**config.mk**
```make
export PLATFORM = sky130hd
export DESIGN_NAME = ls_stage
export DESIGN_NICKNAME = d
export VERILOG_FILES = /design/src/rv_ls_pkg.sv /design/src/ls_ctr.sv /design/src/lsu.sv /design/src/csr_unit.sv /design/src/ls_stage.sv
export SDC_FILE = /design/constraint.sdc
export NUM_CORES = 1
export LEC_CHECK = 0
export BUFFER_PORTS_ARGS = -buffer_cell sky130_fd_sc_hd__buf_2
export CAP_MARGIN = 20
export CORE_AREA = 2 2 308 310
export DETAILED_ROUTE_END_ITERATION = 6
export DIE_AREA = 0 0 310 312
export PLACE_DENSITY = 0.55
export SYNTH_ARGS = -nofsm -noshare
export SYNTH_HDL_FRONTEND = slang
export SYNTH_HIERARCHICAL = 1
export SYNTH_SLANG_ARGS = --single-unit
export TNS_END_PERCENT = 30
```
**constraint.sdc**
```tcl
create_clock -name clk -period 5.5 [get_ports clk]
set_input_delay 0.825 -clock clk [delete_from_list [all_inputs] [get_ports clk]]
set_output_delay 0.825 -clock clk [all_outputs]
set_load 0.02 [all_outputs]
```
**src/rv_ls_pkg.sv**
```systemverilog
package rv_ls_pkg;

    localparam int XLEN = 64;

    // ************************************************************
    // Major opcodes, instruction bits 6 to 2
    // ************************************************************
    localparam logic [4:0] OPC_LOAD     = 5'b00000;
    localparam logic [4:0] OPC_OPIMM    = 5'b00100;
    localparam logic [4:0] OPC_AUIPC    = 5'b00101;
    localparam logic [4:0] OPC_OPIMM32  = 5'b00110;
    localparam logic [4:0] OPC_STORE    = 5'b01000;
    localparam logic [4:0] OPC_OP       = 5'b01100;
    localparam logic [4:0] OPC_LUI      = 5'b01101;
    localparam logic [4:0] OPC_OP32     = 5'b01110;
    localparam logic [4:0] OPC_JALR     = 5'b11001;
    localparam logic [4:0] OPC_JAL      = 5'b11011;
    localparam logic [4:0] OPC_SYSTEM   = 5'b11100;

    // Memory funct3, low bits give size, bit 2 means zero extend
    localparam logic [2:0] MEMOP_LB     = 3'b000;
    localparam logic [2:0] MEMOP_LH     = 3'b001;
    localparam logic [2:0] MEMOP_LW     = 3'b010;
    localparam logic [2:0] MEMOP_LD     = 3'b011;
    localparam logic [2:0] MEMOP_LBU    = 3'b100;
    localparam logic [2:0] MEMOP_LHU    = 3'b101;
    localparam logic [2:0] MEMOP_LWU    = 3'b110;

    // SYSTEM funct3 for the CSR group
    localparam logic [2:0] CSR_OP_RW    = 3'b001;
    localparam logic [2:0] CSR_OP_RS    = 3'b010;
    localparam logic [2:0] CSR_OP_RC    = 3'b011;

    localparam logic [11:0] CSR_MTVEC    = 12'h305;
    localparam logic [11:0] CSR_MSCRATCH = 12'h340;
    localparam logic [11:0] CSR_MEPC     = 12'h341;
    localparam logic [11:0] CSR_MCAUSE   = 12'h342;

    localparam logic [XLEN-1:0] TRAP_CAUSE = 64'd11;   // Environment call from M-mode

    // ************************************************************
    // Instruction word views
    // ************************************************************
    typedef struct packed {
        logic [11:0] imm;
        logic [4:0]  rs1;
        logic [2:0]  funct3;
        logic [4:0]  rd;
        logic [6:0]  opcode;
    } itype_t;

    typedef struct packed {
        logic [6:0]  imm_hi;
        logic [4:0]  rs2;
        logic [4:0]  rs1;
        logic [2:0]  funct3;
        logic [4:0]  imm_lo;
        logic [6:0]  opcode;
    } stype_t;

    typedef union packed {
        itype_t itype;   // Loads and CSR instructions
        stype_t stype;   // Stores
    } instr_u;

    typedef struct packed {
        logic            rden;
        logic            wren;
        logic [2:0]      memop;
        logic [XLEN-1:0] wr_data;   // Unshifted store data
    } mem_req_t;

    typedef struct packed {
        logic [XLEN-1:0] addr;
        logic            rd_en;
        logic            wr_en;
        logic [XLEN-1:0] wr_data;
        logic [7:0]      wr_mask;
        logic [2:0]      wr_size;
        logic [2:0]      rd_size;
    } sram_req_t;

    typedef struct packed {
        logic            rd_data_valid;
        logic            wr_data_ok;
        logic [XLEN-1:0] rd_data;
    } sram_rsp_t;

    function automatic logic [4:0] major_op(input instr_u instr);
        return instr.itype.opcode[6:2];
    endfunction

endpackage

```
**src/ls_ctr.sv**
```systemverilog
module ls_ctr
    import rv_ls_pkg::*;
(
    input  logic            valid_i,
    input  instr_u          instr_i,
    input  instr_u          instr_last_i,
    input  logic [XLEN-1:0] rs2_i,
    input  logic [XLEN-1:0] wb_data_i,
    output mem_req_t        mem_req_o
);

    logic [4:0] opc;
    logic [4:0] opc_last;
    logic [4:0] rd_last;
    logic       last_writes_rd;
    logic       fwd_hit;

    assign opc      = major_op(instr_i);
    assign opc_last = major_op(instr_last_i);
    assign rd_last  = instr_last_i.itype.rd;

    // ************************************************************
    // Does the previous instruction write a register
    // ************************************************************
    always_comb begin
        case (opc_last)
            OPC_LOAD,
            OPC_OPIMM,
            OPC_OPIMM32,
            OPC_OP,
            OPC_OP32,
            OPC_LUI,
            OPC_AUIPC,
            OPC_JAL,
            OPC_JALR,
            OPC_SYSTEM: last_writes_rd = 1'b1;
            default:    last_writes_rd = 1'b0;
        endcase
    end

    // Store rs2 produced by the instruction now in write-back
    assign fwd_hit = last_writes_rd
                  && (rd_last != 5'd0)
                  && (rd_last == instr_i.stype.rs2);

    // ************************************************************
    // Memory request toward lsu
    // ************************************************************
    always_comb begin
        mem_req_o.rden    = valid_i && (opc == OPC_LOAD);
        mem_req_o.wren    = valid_i && (opc == OPC_STORE);
        mem_req_o.memop   = instr_i.itype.funct3;   // Same bits in both views
        mem_req_o.wr_data = fwd_hit ? wb_data_i : rs2_i;
    end

endmodule

```
**src/lsu.sv**
```systemverilog
module lsu
    import rv_ls_pkg::*;
(
    input  logic            clk,
    input  logic            arst_n_i,
    input  logic            valid_i,
    input  mem_req_t        mem_req_i,
    input  logic [XLEN-1:0] addr_i,
    input  logic [XLEN-1:0] alures_i,
    input  sram_rsp_t       sram_rsp_i,
    output sram_req_t       sram_req_o,
    output logic            ls_not_ok_o,
    output logic [XLEN-1:0] ls_res_o,
    output logic            res_valid_o
);

    logic [2:0]      byte_off;
    logic [5:0]      bit_off;
    logic [1:0]      size;
    logic [7:0]      size_mask;
    logic            rd_wait;
    logic            wr_wait;
    logic            done;
    logic [XLEN-1:0] rd_shift;
    logic [XLEN-1:0] load_val;

    assign byte_off = addr_i[2:0];
    assign bit_off  = {byte_off, 3'b000};
    assign size     = mem_req_i.memop[1:0];   // log2 of access bytes

    // ************************************************************
    // Byte lanes and SRAM request
    // ************************************************************
    always_comb begin
        case (size)
            2'd0:    size_mask = 8'h01;
            2'd1:    size_mask = 8'h03;
            2'd2:    size_mask = 8'h0f;
            default: size_mask = 8'hff;
        endcase
    end

    // Request is held as long as the stage input is held
    always_comb begin
        sram_req_o.addr    = {addr_i[XLEN-1:3], 3'b000};
        sram_req_o.rd_en   = mem_req_i.rden;
        sram_req_o.wr_en   = mem_req_i.wren;
        sram_req_o.wr_data = mem_req_i.wr_data << bit_off;
        sram_req_o.wr_mask = size_mask << byte_off;
        sram_req_o.wr_size = {1'b0, size};
        sram_req_o.rd_size = {1'b0, size};
    end

    assign rd_wait     = mem_req_i.rden && !sram_rsp_i.rd_data_valid;
    assign wr_wait     = mem_req_i.wren && !sram_rsp_i.wr_data_ok;
    assign ls_not_ok_o = rd_wait || wr_wait;
    assign done        = valid_i && !ls_not_ok_o;   // Instruction leaves at this edge

    // ************************************************************
    // Load extraction and extension
    // ************************************************************
    assign rd_shift = sram_rsp_i.rd_data >> bit_off;

    always_comb begin
        case (mem_req_i.memop)
            MEMOP_LB:  load_val = {{56{rd_shift[7]}}, rd_shift[7:0]};
            MEMOP_LH:  load_val = {{48{rd_shift[15]}}, rd_shift[15:0]};
            MEMOP_LW:  load_val = {{32{rd_shift[31]}}, rd_shift[31:0]};
            MEMOP_LD:  load_val = rd_shift;
            MEMOP_LBU: load_val = {56'd0, rd_shift[7:0]};
            MEMOP_LHU: load_val = {48'd0, rd_shift[15:0]};
            MEMOP_LWU: load_val = {32'd0, rd_shift[31:0]};
            default:   load_val = rd_shift;
        endcase
    end

    // ************************************************************
    // Result register
    // ************************************************************
    always_ff @(posedge clk or negedge arst_n_i) begin
        if (!arst_n_i) begin
            res_valid_o <= 1'b0;
        end else begin
            res_valid_o <= done && !mem_req_i.wren;   // Stores give no result
        end
    end

    always_ff @(posedge clk) begin
        if (done) begin
            ls_res_o <= mem_req_i.rden ? load_val : alures_i;
        end
    end

endmodule

```
**src/csr_unit.sv**
```systemverilog
module csr_unit
    import rv_ls_pkg::*;
#(
    parameter logic [XLEN-1:0] RESET_MTVEC = '0
) (
    input  logic            clk,
    input  logic            arst_n_i,
    input  logic            valid_i,
    input  logic            stall_i,
    input  logic [XLEN-1:0] pc_i,
    input  instr_u          instr_i,
    input  logic [XLEN-1:0] csr_wr_data_i,
    input  logic            trap_i,
    output logic [XLEN-1:0] csr_data_o,
    output logic [XLEN-1:0] mtvec_o,
    output logic [XLEN-1:0] mepc_o
);

    logic [2:0]      funct3;
    logic [11:0]     csr_addr;
    logic            is_csr;
    logic            csr_we;
    logic            trap_we;
    logic [XLEN-1:0] csr_old;
    logic [XLEN-1:0] csr_new;
    logic [XLEN-1:0] mtvec_q;
    logic [XLEN-1:0] mepc_q;
    logic [XLEN-1:0] mcause_q;
    logic [XLEN-1:0] mscratch_q;

    assign funct3   = instr_i.itype.funct3;
    assign csr_addr = instr_i.itype.imm;
    assign is_csr   = valid_i && (major_op(instr_i) == OPC_SYSTEM)
                   && (funct3 inside {CSR_OP_RW, CSR_OP_RS, CSR_OP_RC});

    // ************************************************************
    // Read and modify
    // ************************************************************
    always_comb begin
        case (csr_addr)
            CSR_MTVEC:    csr_old = mtvec_q;
            CSR_MEPC:     csr_old = mepc_q;
            CSR_MCAUSE:   csr_old = mcause_q;
            CSR_MSCRATCH: csr_old = mscratch_q;
            default:      csr_old = '0;
        endcase
    end

    always_comb begin
        case (funct3)
            CSR_OP_RS: csr_new = csr_old | csr_wr_data_i;
            CSR_OP_RC: csr_new = csr_old & ~csr_wr_data_i;
            default:   csr_new = csr_wr_data_i;
        endcase
    end

    assign csr_data_o = is_csr ? csr_old : '0;

    // Set and clear with rs1 = x0 only read
    assign csr_we  = is_csr && !stall_i && !trap_i
                  && ((funct3 == CSR_OP_RW) || (instr_i.itype.rs1 != 5'd0));
    assign trap_we = valid_i && trap_i && !stall_i;

    // ************************************************************
    // CSR registers
    // ************************************************************
    always_ff @(posedge clk or negedge arst_n_i) begin
        if (!arst_n_i) begin
            mtvec_q    <= RESET_MTVEC;
            mepc_q     <= '0;
            mcause_q   <= '0;
            mscratch_q <= '0;
        end else if (trap_we) begin
            mepc_q     <= pc_i;
            mcause_q   <= TRAP_CAUSE;
        end else if (csr_we) begin
            case (csr_addr)
                CSR_MTVEC:    mtvec_q    <= csr_new;
                CSR_MEPC:     mepc_q     <= csr_new;
                CSR_MCAUSE:   mcause_q   <= csr_new;
                CSR_MSCRATCH: mscratch_q <= csr_new;
                default:      ;   // Unknown address ignored
            endcase
        end
    end

    assign mtvec_o = mtvec_q;
    assign mepc_o  = mepc_q;

endmodule

```
**src/ls_stage.sv**
```systemverilog
module ls_stage
    import rv_ls_pkg::*;
#(
    parameter logic [XLEN-1:0] RESET_MTVEC = 64'h0000_0000_8000_0000
) (
    input  logic            clk,
    input  logic            arst_n_i,
    input  logic            valid_i,
    input  logic [XLEN-1:0] pc_i,
    input  instr_u          instr_i,
    input  logic [XLEN-1:0] alures_i,
    input  logic [XLEN-1:0] rs2_i,
    input  instr_u          instr_last_i,
    input  logic [XLEN-1:0] wb_data_i,
    input  logic            trap_i,
    input  sram_rsp_t       sram_rsp_i,
    output logic [XLEN-1:0] ls_res_o,
    output logic            res_valid_o,
    output logic [XLEN-1:0] csr_data_o,
    output logic [XLEN-1:0] mtvec_o,
    output logic [XLEN-1:0] mepc_o,
    output logic            ls_not_ok_o,
    output sram_req_t       sram_req_o
);

    mem_req_t mem_req;

    ls_ctr ls_ctr_inst (
        .valid_i      (valid_i),
        .instr_i      (instr_i),
        .instr_last_i (instr_last_i),
        .rs2_i        (rs2_i),
        .wb_data_i    (wb_data_i),
        .mem_req_o    (mem_req)
    );

    lsu lsu_inst (
        .clk          (clk),
        .arst_n_i     (arst_n_i),
        .valid_i      (valid_i),
        .mem_req_i    (mem_req),
        .addr_i       (alures_i),   // ALU result is the effective address
        .alures_i     (alures_i),
        .sram_rsp_i   (sram_rsp_i),
        .sram_req_o   (sram_req_o),
        .ls_not_ok_o  (ls_not_ok_o),
        .ls_res_o     (ls_res_o),
        .res_valid_o  (res_valid_o)
    );

    csr_unit #(
        .RESET_MTVEC  (RESET_MTVEC)
    ) csr_unit_inst (
        .clk          (clk),
        .arst_n_i     (arst_n_i),
        .valid_i      (valid_i),
        .stall_i      (ls_not_ok_o),   // Write once, at completion
        .pc_i         (pc_i),
        .instr_i      (instr_i),
        .csr_wr_data_i(alures_i),
        .trap_i       (trap_i),
        .csr_data_o   (csr_data_o),
        .mtvec_o      (mtvec_o),
        .mepc_o       (mepc_o)
    );

endmodule

```
After elaboration in Yosys (flattened, before gate mapping)
Memory sizes are Yosys's and may differ from the RTL's.
Index checks and enable logic that the tools add are counted.
- flip-flop bits (word level): 321
- latch bits: 0
- bits in writable memories: 0
- ROM bits: 32
- input port bits: 390
- output and inout bits: 402
- word-level logic and storage cells: 77
- memories: 1
- memories (memory ; depth ; bits a word ; rd ports ; clocked after Yosys merged registers in ; wr ports ; line ; text):
    (no name shown) ; 32 ; 1 ; 1 ; 0 ; 0 ; ls_ctr.sv:26 ; case (opc_last)
- add/subtract/negate cells: 0
- multiply operators: 0
- divide/modulo/power cells: 0
- $lt $le $gt $ge: 0
- eq/ne operators: 15
- shifts and indexed selects: 3
- muxes and demuxes: 13
- bitwise gates (word level): 4
- reductions and logical operators: 35
- operators with widths (kind ; number):
    $mux W64 ; 9
    $pmux W64 S6 ; 1
    $pmux W64 S4 ; 1
    $pmux W64 S2 ; 1
    $and A64 B64 Y64 ; 1
    $not A64 Y64 ; 1
    $or A64 B64 Y64 ; 1
    $shl A64 B6 Y64 ; 1
    $shr A64 B6 Y64 ; 1
    $eq A12 B10 Y1 const B ; 4
    $pmux W8 S3 ; 1
    $logic_and A1 B1 Y1 ; 15
    $reduce_bool A5 Y1 ; 2
    $eq A3 B3 Y1 const B ; 3
    $shl A8 B3 Y8 ; 1
    $eq A3 B2 Y1 const B ; 2
    $reduce_and A3 Y1 ; 2
    $reduce_bool A2 Y1 ; 3
    $eq A5 B4 Y1 const B ; 1
    $eq A5 B5 Y1 ; 1
    $eq A5 B5 Y1 const B ; 1
    $logic_not A1 Y1 ; 5
    $logic_not A5 Y1 ; 1
    $reduce_and A2 Y1 ; 2
    other kinds (8) ; 9

Logic depth before layout (Yosys ltp)
- word-level depth: 10
- gate-level depth with buffers: 12
- mapped depth without buffers: 9

Modules after synthesis
The synthesis kept the hierarchy.
- modules (own cells, without submodules) (module ; times used ; cells an instance ; area each (µm²) ; seq. area each (µm²)):
    csr_unit ; 1 ; 1377 ; 14830.5 ; 6407.4
    lsu ; 1 ; 806 ; 6667.6 ; 1946.9
    ls_ctr ; 1 ; 92 ; 1186.1 ; 0.0

Worst setup path before layout
OpenSTA, ideal clock, no wires.
- kind: input port to output port
- start point: in instr_last_i[2] in the netlist's numbering
- end point: out sram_req_o[76] in the netlist's numbering
- arrival: 2.876 ns
- required time: 4.675 ns
- setup slack: 1.799 ns
- stages: 10
- buffers on the path: 1
- cells stage by stage: nor3_1 o21bai_1 a211oi_4 buf_6 mux2_4 mux2_2 nor2_1 a21oi_1 nand2_1 o21ai_0
- RTL lines (element ; line ; text):
    from (decl) ; ls_stage.sv:13 ; input instr_u instr_last_i,
    to (decl) ; ls_stage.sv:23 ; output sram_req_t sram_req_o

==> impl_results.md <==
- Hold_buf cts: 0
- Ys async rst share: 80.1%
- Post-synthesis sequential area ratio: 36.8%
- First-pass GRT wire length: 162 mm
- Worst setup margin: 0.626 ns
- First DRT Iteration DRCs: 1852
- Setup tns final: 0 ns
- Required @ worst endpoint: 4.68 ns
- Leakage power: 13.0 nW
- Clk_skew: 0.0235 ns
- Clock slew at reported path FFs: 0.06 ns
- Routed wire length: 116 mm
- Skew-Pair Late Insertion Delay: 0.57 ns
- Wire length per cell: 28.0 um
- H-tree levels: 2
- Pre-CTS WS: 0.769 ns
- Top sig layer: met5
- R2r setup slk: 3.86 ns
- Root Driver: clkbuf_16
- Main flop type after synthesis: dfrtp_1
- Yosys top cell area share: 28.2%
- Tot GR Track Use: 23.1%
- NumNets Final: 3237
- Vias: 22100
- Area leader, netlist: dfrtp_1
- Synth area leaders: dfrtp_1 28%, mux2_2 12%, edfxtp_1 8.5%, mux2_4 7.9%, a21oi_1 3.8%
- R2r endpoint: csr_unit_inst/mepc_o[41]$_DFFE_PN0P_
- CP max FO: 9
- Pin count of the biggest net entering global routing: 133
- Reg2Reg Depth: 4
- Synth cell types: 74
- Die Y: 312 um
- Final Hold Fails: 0
- Fmax: 0.205 GHz
- RSZ-0062 raised after global routing: false
- Gpl congestion: 0.901
- Rel. slew slack: 29.9%
- CTS Buf Count: 40
- Crit-path cells: buf_4 -> xnor2_1 -> nand3_1 -> a211oi_4 -> buf_4 -> mux2_4 -> mux2_2 -> o21ai_0 -> mux2i_1 -> buf_2
- Most frequent cells after synthesis: 256 x dfrtp_1, 232 x mux2_2, 228 x nor2_1
- Vias in the first global route: 21500
- Status: finished clean
- Clock sink count: 321
- Post-route minimum period: 4.87 ns
- WS Path Type: input pin to output pin
- Die area: 96700 um^2
- GR Overflow Total: 0
- Worst setup path startpoint: instr_i[21]
- CP Data Arrival Time: 4.05 ns
- Slowest stage cell on the critical path: a211oi_4
- Synth Area per Inst: 9.97 um^2
- Cell mode on critical path: buf_4
- Dpl hpwl: 86.4 mm
- Post CTS Setup Buffer Count: 0
- Wire length on met2: 54.0 mm
- Core Footprint: 93000 um^2
- Post-synth EDFFs: 64
- Initial antenna violation count: 56
- Area growth syn-to-layout: 25.7%
- Post-synthesis sequential element count: 321
- Max-Cap Viols: 0
- Post-route ant nets: 0
- I/O pin count: 792
- Vias/cell: 5.31
- Post-Route M1 WL: 48.6 mm
- Row count: 112
- Final Cycle Share: 88.6%
- Met3 WL post-DR: 8.24 mm
- Die W: 310 um
- Most common cell in the netlist: dfrtp_1
- DR DRC count: 0
- Worst IR Drop VDD: 205 uV
- Pins over their slew limit: 0
- Worst flop-to-flop path startpoint: csr_unit_inst/mepc_o[41]$_DFFE_PN0P_
- Final design utilization: 30.6%
- CTS resizes: 0
- Warnings from Yosys: 6
- Clock buffer depth: 3
- PD cells: 236 nW/um^2
- Crit. End Element: output pin
- Mapped Cells: 2275
- Worst-margin pin slew: 1.05 ns
- Post-Syn Area: 22700 um^2
- Proportion of layout cells with a drive suffix above 1: 44.2%
- Iteration count of the initial detailed-routing pass: 7
- Worst Hold Class: input pin to async pin
- Fill cell count: 10000
- Starting Density: 24.4%
- CTS tree: yes
- Critical Path Max Stage Delay: 0.86 ns
- Startpoint Class: input pin
- Port buffer count: 757
- # setup viols final: 0
## power breakdown
group,switching (mW),internal [mW]
clock network,1.12,1.52
logic,0.980,0.508
registers,0.0723,2.54
total,2.17,4.57
## how the worst max path moves through the flow
stage | end | slack, ns | cells past startpoint
after CTS | sram_req_o[75] | 0.75 | 10
after floorplan | sram_req_o[76] | 1.80 | 10
after detailed placement | sram_req_o[75] | 0.77 | 10
final | sram_req_o[75] | 0.63 | 10
after global routing | sram_req_o[66] | 0.64 | 11
after global placement | sram_req_o[62] | 0.78 | 12
## state kept, by name, summed over array words and instances (netlist names)
register,count
csr_unit_inst/mcause_q,64
lsu_inst/res_valid_o,1
csr_unit_inst/mtvec_o,64
csr_unit_inst/mscratch_q,64
csr_unit_inst/mepc_o,64
lsu_inst/ls_res_o,64
## per-stage QoR
| step | hold WS (ns) | instance area (um^2) | total power, mW | cells |
|---|---|---|---|---|
| finish | 0.231 | 28500 | 6.74 | 4159 |
| global route | 0.237 | 28500 | 7.02 | 4151 |
| CTS | 0.234 | 28400 | 6.83 | 4131 |
| detailed placement | 0.492 | 27200 | 4.14 | 4058 |
| global placement | 0.485 | 27200 | 4.14 | 4058 |
| floorplan | 0.477 | 22700 | 3.47 | 2279 |
## cell type report
type | count | area (um^2) | share of cell area, %
flip-flops and latches | 321 | 8350 | 29.3
clock inverters | 12 | 109 | 0.382
well taps | 1254 | 1570 | 5.50
inverters | 11 | 41.3 | 0.145
diodes | 27 | 67.6 | 0.237
clock buffers | 61 | 1170 | 4.10
repair buffers | 812 | 4360 | 15.3
multi-input cells | 1661 | 12800 | 45.0
## cell usage in the layout (no fill, tap or decap), types with 30 or more instances in the layout
master	synthesis	layout
a2111oi_0	33	33
a21oi_1	172	172
a221oi_1	60	60
a22o_1	60	60
a22oi_1	66	66
a31oi_1	47	47
and2_1	76	75
buf_2	39	753
buf_4	80	46
clkbuf_16	0	40
dfrtp_1	256	256
edfxtp_1	64	64
mux2_2	232	232
mux2_4	120	120
mux2i_1	72	72
nand2_1	109	109
nor2_1	228	224
nor3_1	82	82
nor3b_1	57	57
o211ai_1	30	30
## worst max-delay path: cells and delay by family
kind | cells | cell delay (ns)
AOI/OAI and AO/OA | 2 | 1.13
xor gates and xnor gates | 1 | 0.14
buffers and inverters | 3 | 0.60
muxes | 3 | 0.78
and+or+nand+nor | 1 | 0.54
## metal layers
metal / up-vias / GRT usage [%]
li1: 9643 / -
met5: - / 0
met4: 14 / 10.2
met1: 11100 / 29.6
met3: 232 / 4.43
met2: 1101 / 37.7
## cells by family after synthesis
| family | synth area share, % |
|---|---|
| and+or+nand+nor | 14.1 |
| other | 0.0165 |
| xor gates and xnor gates | 0.193 |
| AOI/OAI and AO/OA | 17.7 |
| buffers and inverters | 7.18 |
| DFF | 36.8 |
| muxes | 24.0 |
(Power assumes the default switching activity.)
